$ cat src/common/mem_glue_pkg.sv
package mem_glue_pkg;

    // ##############################
    // Widths and counts
    // ##############################
    localparam int ADDR_W         = 32;
    localparam int DATA_W         = 32;
    localparam int BE_W           = 4;
    localparam int WARMUP_FETCHES = 3;                        // Uncached fetch completions before caches open
    localparam int WARMUP_CNT_W   = $clog2(WARMUP_FETCHES + 1);

    // ##############################
    // Access encodings
    // ##############################
    typedef enum logic [1:0] {
        KIND_BYTE = 2'd0,
        KIND_HALF = 2'd1,
        KIND_WORD = 2'd2
    } acc_kind_t;

    typedef enum logic [2:0] {
        SIZE_1 = 3'd0,
        SIZE_2 = 3'd1,
        SIZE_4 = 3'd2                                         // Same codes as the bus size field
    } acc_size_t;

    // ##############################
    // Request and response bundles
    // ##############################
    typedef struct packed {
        logic              valid;
        logic [ADDR_W-1:0] pc;
        logic              uncached;
    } fetch_req_t;

    typedef struct packed {
        logic              read;
        logic              write;
        acc_kind_t         kind;
        logic [ADDR_W-1:0] addr;
        logic [DATA_W-1:0] wdata;                             // Unaligned, low bytes hold the value
        logic              uncached;
        logic              kill;
    } mem_op_t;

    typedef struct packed {
        logic              valid;
        logic [ADDR_W-1:0] addr;
    } icache_req_t;

    typedef struct packed {
        logic              valid;
        logic              write;
        logic [ADDR_W-1:0] addr;
        logic [BE_W-1:0]   byteen;
        logic [DATA_W-1:0] wdata;
    } dcache_req_t;

    typedef struct packed {
        logic              valid;
        logic              write;
        logic [ADDR_W-1:0] addr;
        acc_size_t         size;
        logic [BE_W-1:0]   byteen;
        logic [DATA_W-1:0] wdata;
    } unc_req_t;

    typedef struct packed {
        logic              ok;
        logic [DATA_W-1:0] rdata;
    } unc_rsp_t;

endpackage
$ cat src/hw/mem_glue_top.sv
`timescale 1ns/1ps

module mem_glue_top (
    input  logic                      Clk,
    input  logic                      Myreset,
    input  mem_glue_pkg::fetch_req_t  i_fetch,
    input  mem_glue_pkg::mem_op_t     i_mem_op,
    input  mem_glue_pkg::unc_rsp_t    i_unc_rsp,
    output mem_glue_pkg::icache_req_t o_icache_req,
    output mem_glue_pkg::dcache_req_t o_dcache_req,
    output logic                      o_misaligned,
    output mem_glue_pkg::unc_req_t    o_unc_req,
    output mem_glue_pkg::unc_rsp_t    o_inst_rsp,
    output mem_glue_pkg::unc_rsp_t    o_data_rsp
);

    mem_glue_pkg::unc_req_t inst_unc;
    mem_glue_pkg::unc_req_t data_unc;
    logic                   caches_closed;

    inst_route inst_route_inst (
        .Clk             (Clk),
        .Myreset         (Myreset),
        .i_fetch         (i_fetch),
        .i_inst_rsp      (o_inst_rsp),                    // Completions drive the warm-up count
        .o_icache_req    (o_icache_req),
        .o_inst_unc      (inst_unc),
        .o_caches_closed (caches_closed)
    );

    data_route data_route_inst (
        .Clk             (Clk),
        .Myreset         (Myreset),
        .i_mem_op        (i_mem_op),
        .i_caches_closed (caches_closed),
        .o_dcache_req    (o_dcache_req),
        .o_data_unc      (data_unc),
        .o_misaligned    (o_misaligned)
    );

    unc_arbiter unc_arbiter_inst (
        .Clk        (Clk),
        .Myreset    (Myreset),
        .i_inst_unc (inst_unc),
        .i_data_unc (data_unc),
        .i_unc_rsp  (i_unc_rsp),
        .o_unc_req  (o_unc_req),
        .o_inst_rsp (o_inst_rsp),
        .o_data_rsp (o_data_rsp)
    );

endmodule

$ cat src/unc_arbiter/unc_arbiter.sv
`timescale 1ns/1ps

module unc_arbiter (
    input  logic                   Clk,
    input  logic                   Myreset,
    input  mem_glue_pkg::unc_req_t i_inst_unc,
    input  mem_glue_pkg::unc_req_t i_data_unc,
    input  mem_glue_pkg::unc_rsp_t i_unc_rsp,
    output mem_glue_pkg::unc_req_t o_unc_req,
    output mem_glue_pkg::unc_rsp_t o_inst_rsp,
    output mem_glue_pkg::unc_rsp_t o_data_rsp
);

    mem_glue_pkg::unc_req_t inst_q;
    mem_glue_pkg::unc_req_t data_q;
    mem_glue_pkg::unc_req_t inst_cur;
    mem_glue_pkg::unc_req_t data_cur;
    logic                   inst_pend;
    logic                   data_pend;
    logic                   inst_avail;
    logic                   data_avail;
    logic                   issue_inst;
    logic                   issue_data;
    logic                   busy;
    logic                   owner_data;

    // ##############################
    // Pending requests
    // ##############################
    assign inst_cur   = inst_pend ? inst_q : i_inst_unc;  // A fresh request bypasses its slot
    assign data_cur   = data_pend ? data_q : i_data_unc;
    assign inst_avail = inst_pend | i_inst_unc.valid;
    assign data_avail = data_pend | i_data_unc.valid;

    // Data side wins when both wait
    assign issue_data = ~busy & data_avail;
    assign issue_inst = ~busy & ~data_avail & inst_avail;

    always_ff @(posedge Clk) begin
        if (i_inst_unc.valid) begin
            inst_q <= i_inst_unc;
        end
        if (i_data_unc.valid) begin
            data_q <= i_data_unc;
        end
    end

    // ##############################
    // Single outstanding access
    // ##############################
    always_ff @(posedge Clk) begin
        if (Myreset) begin
            inst_pend       <= 1'b0;
            data_pend       <= 1'b0;
            busy            <= 1'b0;
            owner_data      <= 1'b0;
            o_unc_req.valid <= 1'b0;
            o_inst_rsp.ok   <= 1'b0;
            o_data_rsp.ok   <= 1'b0;
        end else begin
            inst_pend       <= inst_avail & ~issue_inst;
            data_pend       <= data_avail & ~issue_data;
            o_unc_req.valid <= issue_data | issue_inst;
            if (issue_data || issue_inst) begin
                busy       <= 1'b1;
                owner_data <= issue_data;
            end else if (i_unc_rsp.ok) begin
                busy <= 1'b0;
            end
            o_inst_rsp.ok <= i_unc_rsp.ok & busy & ~owner_data;
            o_data_rsp.ok <= i_unc_rsp.ok & busy & owner_data;
        end
    end

    always_ff @(posedge Clk) begin
        if (issue_data) begin
            o_unc_req.write  <= data_cur.write;
            o_unc_req.addr   <= data_cur.addr;
            o_unc_req.size   <= data_cur.size;
            o_unc_req.byteen <= data_cur.byteen;
            o_unc_req.wdata  <= data_cur.wdata;
        end else if (issue_inst) begin
            o_unc_req.write  <= inst_cur.write;
            o_unc_req.addr   <= inst_cur.addr;
            o_unc_req.size   <= inst_cur.size;
            o_unc_req.byteen <= inst_cur.byteen;
            o_unc_req.wdata  <= inst_cur.wdata;
        end
        o_inst_rsp.rdata <= i_unc_rsp.rdata;
        o_data_rsp.rdata <= i_unc_rsp.rdata;              // Only the owner's ok qualifies it
    end

endmodule

$ cat src/data_route/data_route.sv
`timescale 1ns/1ps

module data_route (
    input  logic                      Clk,
    input  logic                      Myreset,
    input  mem_glue_pkg::mem_op_t     i_mem_op,
    input  logic                      i_caches_closed,
    output mem_glue_pkg::dcache_req_t o_dcache_req,
    output mem_glue_pkg::unc_req_t    o_data_unc,
    output logic                      o_misaligned
);

    mem_glue_pkg::acc_size_t              size;
    logic [mem_glue_pkg::BE_W-1:0]        byteen;
    logic [mem_glue_pkg::DATA_W-1:0]      lane_wdata;
    logic                                 bad_align;
    logic                                 access;
    logic                                 accept;
    logic                                 go_unc;

    // ##############################
    // Size and lane decode
    // ##############################
    always_comb begin
        case (i_mem_op.kind)
            mem_glue_pkg::KIND_BYTE: begin
                size       = mem_glue_pkg::SIZE_1;
                byteen     = 4'b0001 << i_mem_op.addr[1:0];
                lane_wdata = {4{i_mem_op.wdata[7:0]}};
                bad_align  = 1'b0;
            end
            mem_glue_pkg::KIND_HALF: begin
                size       = mem_glue_pkg::SIZE_2;
                byteen     = i_mem_op.addr[1] ? 4'b1100 : 4'b0011;
                lane_wdata = {2{i_mem_op.wdata[15:0]}};
                bad_align  = i_mem_op.addr[0];                // Odd halfword address
            end
            default: begin                                    // Word, unused code decodes as word
                size       = mem_glue_pkg::SIZE_4;
                byteen     = 4'b1111;
                lane_wdata = i_mem_op.wdata;
                bad_align  = |i_mem_op.addr[1:0];
            end
        endcase
    end

    // ##############################
    // Blocking and steering
    // ##############################
    assign access = (i_mem_op.read | i_mem_op.write) & ~i_mem_op.kill;
    assign accept = access & ~bad_align;
    assign go_unc = i_mem_op.uncached | i_caches_closed;

    always_ff @(posedge Clk) begin
        if (Myreset) begin
            o_dcache_req.valid <= 1'b0;
            o_data_unc.valid   <= 1'b0;
            o_misaligned       <= 1'b0;
        end else begin
            o_dcache_req.valid <= accept & ~go_unc;
            o_data_unc.valid   <= accept & go_unc;
            o_misaligned       <= access & bad_align;         // Killed ops stay silent
        end
    end

    always_ff @(posedge Clk) begin
        o_dcache_req.write  <= i_mem_op.write;
        o_dcache_req.addr   <= i_mem_op.addr;
        o_dcache_req.byteen <= byteen;
        o_dcache_req.wdata  <= lane_wdata;
        o_data_unc.write    <= i_mem_op.write;
        o_data_unc.addr     <= i_mem_op.addr;
        o_data_unc.size     <= size;
        o_data_unc.byteen   <= byteen;
        o_data_unc.wdata    <= lane_wdata;
    end

endmodule

$ cat src/hw/inst_route.sv
`timescale 1ns/1ps

module inst_route (
    input  logic                     Clk,
    input  logic                     Myreset,
    input  mem_glue_pkg::fetch_req_t i_fetch,
    input  mem_glue_pkg::unc_rsp_t   i_inst_rsp,
    output mem_glue_pkg::icache_req_t o_icache_req,
    output mem_glue_pkg::unc_req_t   o_inst_unc,
    output logic                     o_caches_closed
);

    logic [mem_glue_pkg::WARMUP_CNT_W-1:0] warm_cnt;
    logic                                  closed;
    logic                                  go_unc;

    // ##############################
    // Cache warm-up
    // ##############################
    assign closed          = warm_cnt != mem_glue_pkg::WARMUP_CNT_W'(mem_glue_pkg::WARMUP_FETCHES);
    assign o_caches_closed = closed;

    always_ff @(posedge Clk) begin
        if (Myreset) begin
            warm_cnt <= '0;
        end else if (i_inst_rsp.ok && closed) begin
            warm_cnt <= warm_cnt + 1'b1;                      // Saturates once the caches open
        end
    end

    // ##############################
    // Fetch steering
    // ##############################
    assign go_unc = i_fetch.uncached | closed;

    always_ff @(posedge Clk) begin
        if (Myreset) begin
            o_icache_req.valid <= 1'b0;
            o_inst_unc.valid   <= 1'b0;
        end else begin
            o_icache_req.valid <= i_fetch.valid & ~go_unc;
            o_inst_unc.valid   <= i_fetch.valid & go_unc;
        end
    end

    always_ff @(posedge Clk) begin
        o_icache_req.addr <= i_fetch.pc;
        o_inst_unc.write  <= 1'b0;                            // Fetches only read
        o_inst_unc.addr   <= i_fetch.pc;
        o_inst_unc.size   <= mem_glue_pkg::SIZE_4;
        o_inst_unc.byteen <= '1;
        o_inst_unc.wdata  <= '0;
    end

endmodule

$ cat config.mk
export PLATFORM = sky130hd
export DESIGN_NAME = mem_glue_top
export DESIGN_NICKNAME = d
export VERILOG_FILES = /design/src/common/mem_glue_pkg.sv /design/src/hw/mem_glue_top.sv /design/src/unc_arbiter/unc_arbiter.sv /design/src/data_route/data_route.sv /design/src/hw/inst_route.sv
export SDC_FILE = /design/constraint.sdc
export NUM_CORES = 1
export LEC_CHECK = 0
export BUFFER_PORTS_ARGS = -buffer_cell sky130_fd_sc_hd__buf_2
export CAP_MARGIN = 20
export CORE_MARGIN = 2
export CORE_UTILIZATION = 50
export DETAILED_ROUTE_END_ITERATION = 6
export HOLD_SLACK_MARGIN = 0.02
export PLACE_DENSITY = 0.83
export SLEW_MARGIN = 20
export SYNTH_ARGS = -nofsm -noshare
export SYNTH_HDL_FRONTEND = slang
export SYNTH_SLANG_ARGS = --single-unit
$ cat constraint.sdc
create_clock -name Clk -period 6.9 [get_ports Clk]
set_input_delay 0.69 -clock Clk [delete_from_list [all_inputs] [get_ports Clk]]
set_output_delay 0.69 -clock Clk [all_outputs]
set_load 0.03 [all_outputs]
==> out/metrics.cfg, run 1 <==
[sta]
drv_slew=0
whs_ns=0.277
relSlewSlack_pct=28.1
setup_tns_ns=0
rsz0062_at_grt=no
period_minus_slack_ns=2.87
worst_pin_slew_ns=1.08
fmax_mhz=348
hold_violations=0
finalCritPeriodShare_pct=41.6
clock_skew_ns=0.0109
finalSetupViolations=0

[placed_design]
routabilityCongestion=0.827
dp_hpwl_mm=17.4
dpl_cell_area_um2=12800
port_buffers=380

[critical_path]
cp.arrival_ns=3.00
reg2reg_depth=3
path_cells=nor4_2 > nor2_4 > buf_4
cpMaxStageDelayCell=dfxtp_2
required_ns=7.03
slowest_delay_ns=0.94
crit_path_end_kind=flip-flop
timing.rr.end=unc_arbiter_inst.o_unc_req[67]
rrSetupSlack_ns=4.03
worstSetupStartpointType=flip-flop
critPathKind=reg2reg
path_max_fanout=43
r2r_start=inst_route_inst.o_inst_unc[72]

[grt]
grt_usage_pct=19.8
met2_usage_pct=35.6
grt_max_degree=74
grtUsageMet3_pct=3.00
grt_pass1_wl_mm=37.0
grt_antenna_before_repair=2
grt_pass1_vias=6416
use_met1_pct=24.1
grt-busiest-layer=met2
overflow=0

[clock_tree]
cts_buffer_depth=3
cts.sinks=323
htreeDepth=2
clk_latency_ns=0.50
tritoncts=yes
path_clk_slew_ns=0.06
clockRootBuffer=clkbuf_16
cts_hold_buf=0
cts_buffers=34
post_cts_buffers=0
cts.repair.resized=0

[layout]
seq_area_um2=8220
nets=1143
mostFrequentLayoutCells=380 x buf_2, 174 x edfxtp_1, 145 x dfxtp_1
num-fill-cells=1751
fin_area_um2=14000
area_growth_pct=19.2
drive_above_1_share_pct=47.6
layout_commonest_cell=buf_2
multi_input_area_um2=2300

[power]
powerDensity_nw_per_um2=319
cellLeakagePower_nw=5.51
worst_ir_drop_vdd_mv=0.212

[drt]
wirelength_mm=25.2
vias_per_cell=4.78
wl_per_cell_um=18.7
first_pass_iters=4
drt_iter0_drc=302
ant_nets=0
remaining_drc_errors=0
vias=6452

[job]
max_cap_violations=0

[yosys]
yosysSeqAreaShare_pct=70.1
synthDistinctLibCells=31
synth_top_area_share_pct=44.6
synthCells=743
yosysTopAreaCell=edfxtp_1
synthArstFlopShare_pct=0
synth-edff-count=174
synth-main-ff-cell=edfxtp_1
synth_area_um2=11700
ys_seq_elements=323
syn-mean-instance-area_um2=15.8
synth_warnings=0
syn_nets=883
synthTopCellsByArea=edfxtp_1 45%, dfxtp_1 25%, mux2i_1 12%

[worst_hold_path]
min_path_type=in2reg
hold_start=i_mem_op[38]
hold_end=data_route_inst.o_dcache_req[40]
holdPathStages=1

[floorplanning]
io_pins=382
start_util_pct=50.3
rows=56
core_um2=23300
die_area_um2=24700
chipHeight_um=157
fp.dieW_um=157

[status]
status=complete, no violations

==> state kept, by name, indices dropped and copies added, names as in the netlist <==
name	count
data_route_inst.o_misaligned	1
unc_arbiter_inst.inst_q	32
unc_arbiter_inst.o_inst_rsp	33
unc_arbiter_inst.o_unc_req	72
inst_route_inst.o_icache_req	33
unc_arbiter_inst.data_q	71
inst_route_inst.warm_cnt	2
unc_arbiter_inst.data_pend	1
inst_route_inst.o_inst_unc	1
data_route_inst.o_dcache_req	70
unc_arbiter_inst.inst_pend	1
unc_arbiter_inst.busy	1
unc_arbiter_inst.owner_data	1
unc_arbiter_inst.o_data_rsp	1
data_route_inst.o_data_unc	3
==> cell type report <==
| type | instances | area share (%) |
|---|---|---|
| well taps | 319 | 2.86 |
| diodes | 2 | 0.0358 |
| flip-flops and latches | 323 | 58.9 |
| multi-input cells | 259 | 16.5 |
| inverters | 1 | 0.0269 |
| clock inverters | 11 | 0.717 |
| repair buffers | 384 | 13.8 |
| clock buffers | 51 | 7.20 |
==> per-stage QoR <==
stage / utilization, % / setup slack, ns / power, mW / instances
2_1_floorplan: - / 1.26 / 2.61 / 743
3_3_place_gp: 55.2 / 3.84 / 2.72 / 1286
3_5_place_dp: 55.2 / 3.79 / 2.73 / 1286
4_1_cts: 60.0 / 3.75 / 4.50 / 1348
5_1_grt: 60.0 / 3.83 / 4.61 / 1350
6_report: 60.0 / 4.03 / 4.45 / 1350
==> power by group <==
group,total [mW],switching [mW],internal [mW]
Sequential,2.22,0.0654,2.15
Combinational,0.470,0.331,0.139
Clock,1.77,0.714,1.05
==> cells in the mapped netlist, types with 5 or more instances <==
master / n
nor2_4: 20
edfxtp_1: 174
mux2_2: 16
o21ai_0: 10
nor2b_1: 7
nor3_1: 5
nor2_1: 13
buf_2: 8
buf_4: 143
dfxtp_1: 149
mux2i_1: 144
nand2_1: 14
nor2_2: 12
==> logic make-up after synthesis <==
family	share of synthesized area, %
mux	13.8
flops	70.1
xor+xnor	0.0748
fa+ha+maj	0.107
other cells	0.0320
buf+inv	10.4
simple gates	4.66
compound gates	0.833
==> critical path, delay by kind of cell (launching register included) <==
family | cells | cell delay (ns)
buffers and inverters | 1 | 0.65
flip-flops | 1 | 0.94
AND/OR/NAND/NOR | 2 | 0.84
==> metal layers <==
metal	share of wire [%]	vias to the layer above
li1	-	3022
met1	40	3125
met2	52	260
met3	5.0	45
met4	2.9	0
met5	0	-
==> worst max path at each step <==
stage	from	end	slack [ns]	depth (start not counted)
floorplan	data_route_inst.o_data_unc[72]	unc_arbiter_inst.o_unc_req[0]	1.26	2
finish	inst_route_inst.o_inst_unc[72]	unc_arbiter_inst.o_unc_req[67]	4.03	3
detailed placement	unc_arbiter_inst.inst_pend	unc_arbiter_inst.o_unc_req[65]	3.79	3
CTS	unc_arbiter_inst.inst_pend	unc_arbiter_inst.o_unc_req[65]	3.75	3
global route	inst_route_inst.o_inst_unc[72]	unc_arbiter_inst.o_unc_req[33]	3.83	3
global placement	unc_arbiter_inst.inst_pend	unc_arbiter_inst.o_unc_req[37]	3.84	3
Power figures use the tool's default switching activity.
==> run 2, diff against run 1 <==
--- a/config.mk
+++ b/config.mk
@@ -8,10 +8,10 @@
 export BUFFER_PORTS_ARGS = -buffer_cell sky130_fd_sc_hd__buf_2
 export CAP_MARGIN = 20
 export CORE_MARGIN = 2
-export CORE_UTILIZATION = 50
+export CORE_UTILIZATION = 46
 export DETAILED_ROUTE_END_ITERATION = 6
 export HOLD_SLACK_MARGIN = 0.02
-export PLACE_DENSITY = 0.83
+export PLACE_DENSITY = 0.8
 export SLEW_MARGIN = 20
 export SYNTH_ARGS = -nofsm -noshare
 export SYNTH_HDL_FRONTEND = slang
==> constraint.sdc (replaced) <==
create_clock -name Clk -period 2.5 [get_ports Clk]
set_input_delay 0.25 -clock Clk [delete_from_list [all_inputs] [get_ports Clk]]
set_output_delay 0.25 -clock Clk [all_outputs]
set_load 0.03 [all_outputs]
==> out/metrics.cfg, run 2 (synthesis results as in run 1) <==
[status]
status=complete, no violations

[clock_tree]
tritoncts=yes
cts_buffers=35
clk_latency_ns=0.51
post_cts_buffers=0
path_clk_slew_ns=0.06
cts.sinks=323
cts_buffer_depth=3
cts.repair.resized=0
htreeDepth=2
clockRootBuffer=clkbuf_16

[sta]
clock_skew_ns=0.0177
fmax_mhz=522
final.setup.worst_slack_ns=0.586
rsz0062_at_grt=no
relSlewSlack_pct=30.0
period_minus_slack_ns=1.91
hold_violations=0
finalSetupViolations=0
worst_pin_slew_ns=1.05
drv_slew=0
finalCritPeriodShare_pct=76.6
setup_tns_ns=0

[placed_design]
place_ws_ns=0.341
port_buffers=380
numPlacedInstances=1306
dpl_cell_area_um2=13000
routabilityCongestion=0.825
dp_hpwl_mm=17.6

[critical_path]
path_max_fanout=40
critPathBufInv=2
cp_top_family=simple AND/OR/NAND/NOR gates
cp.arrival_ns=2.09
cpMaxStageDelayCell=nor2_4
crit_path_end_kind=flip-flop
required_ns=2.68
slowest_delay_ns=0.50
critPathKind=reg2reg
path_cells=nor4_2 > nor2_4 > buf_16 > buf_12
worstSetupStartpointType=flip-flop

[layout]
fin_util_pct=61.2
seq_area_um2=8220
nets=1281
multi_input_area_um2=2300
stdcell_count=1498
drive_above_1_share_pct=42.9
fin_area_um2=15400
regMostFlops=unc_arbiter_inst.o_unc_req
num-fill-cells=1799
mostFrequentLayoutCells=380 x buf_2, 174 x edfxtp_1, 145 x dfxtp_1
area_growth_pct=31.2
diodes=0
reg.largest.list=unc_arbiter_inst.o_unc_req x72, unc_arbiter_inst.data_q x71, data_route_inst.o_dcache_req x70
layout_commonest_cell=buf_2
largest_register_ff_count=72

[power]
p_int_mw=9.35
power_frac_clock_pct=39.2
powerDensity_nw_per_um2=817
pwr-share-seq_pct=48.5
p_switching_mw=3.21
cellLeakagePower_nw=6.11
worst_ir_drop_vdd_mv=0.784
p_sw_share_pct=25.6
combPwrFrac_pct=12.3

[drt]
vias=7187
wirelength_mm=29.0
remaining_drc_errors=0
drt_iter0_drc=482
ant_nets=0
first_pass_iters=5
vias_per_cell=4.80
wl_per_cell_um=19.3

[worst_hold_path]
min_path_type=in2reg

[floorplanning]
chipHeight_um=164
io_pins=382
rows=58
die_area_um2=26800
fp.dieW_um=164
start_util_pct=46.6
core_um2=25100

[grt]
grt_antenna_before_repair=0
overflow=0
grt_pass1_vias=7519
grt_pass1_wl_mm=42.7
grt_usage_pct=21.1
grt_max_degree=73

[job]
max_cap_violations=0

## run 2: changes by cell type in the layout (fill, tap and decap cells not counted), sizes merged
cell | previous run | this run
inv | 5 | 4
diode | 2 | 0
clkinv | 6 | 9
clkinvlp | 0 | 1
clkbuf | 51 | 50
buf | 384 | 394
dlygate4sd3 | 0 | 127
## run 2: power groups by stage
stage	Clock [mW]	Sequential, mW	Combinational (mW)
after floorplan	0	6.45	0.761
after global placement	0	6.19	1.34
after detailed placement	0	6.20	1.36
after CTS	4.98	6.09	1.51
after global routing	5.28	6.12	1.61
final	4.92	6.09	1.54
## run 2: cell type report
class / instances / share of cell area, %
Inverter: 1 / 0.0244
Tap cell: 330 / 2.69
Clock inverter: 14 / 0.765
Clock buffer: 50 / 6.40
Multi-Input combinational cell: 259 / 14.9
Timing Repair Buffer: 521 / 21.7
Sequential cell: 323 / 53.5
## run 2: timing repair
item / in CTS / in global routing
endpoints found under the setup margin: 0 / 0
hold buffers: 127 / 0
hold endpoints to repair: 128 / 0
## run 2: routing by layer
layer | routed length (um) | vias to the layer above | track usage, %
met5 | 0 | - | 0
met4 | 1370 | 0 | 10.3
met3 | 1810 | 99 | 4.47
met2 | 15200 | 346 | 38.1
met1 | 10600 | 3455 | 23.6
li1 | - | 3287 | -
## run 2: path summary, 6_finish.rpt
path / start / to / slack (ns) / depth (start not counted)
setup / recovery: unc_arbiter_inst.data_pend / unc_arbiter_inst.o_unc_req[22] / 0.59 / 4
hold / removal: i_fetch[33] / inst_route_inst.o_icache_req[32] / 0.04 / 2
setup reg to reg: unc_arbiter_inst.data_pend / unc_arbiter_inst.o_unc_req[22] / 0.59 / 4
hold reg to reg: data_route_inst.o_data_unc[36] / unc_arbiter_inst.data_q[36] / 0.43 / 0
## run 2: metrics by stage
stage	total power, mW	hold slack, ns
6_report	12.6	0.0392
2_1_floorplan	7.21	0.278
4_1_cts	12.6	0.0359
5_1_grt	13.0	0.0391
3_5_place_dp	7.56	0.354
3_3_place_gp	7.53	0.352
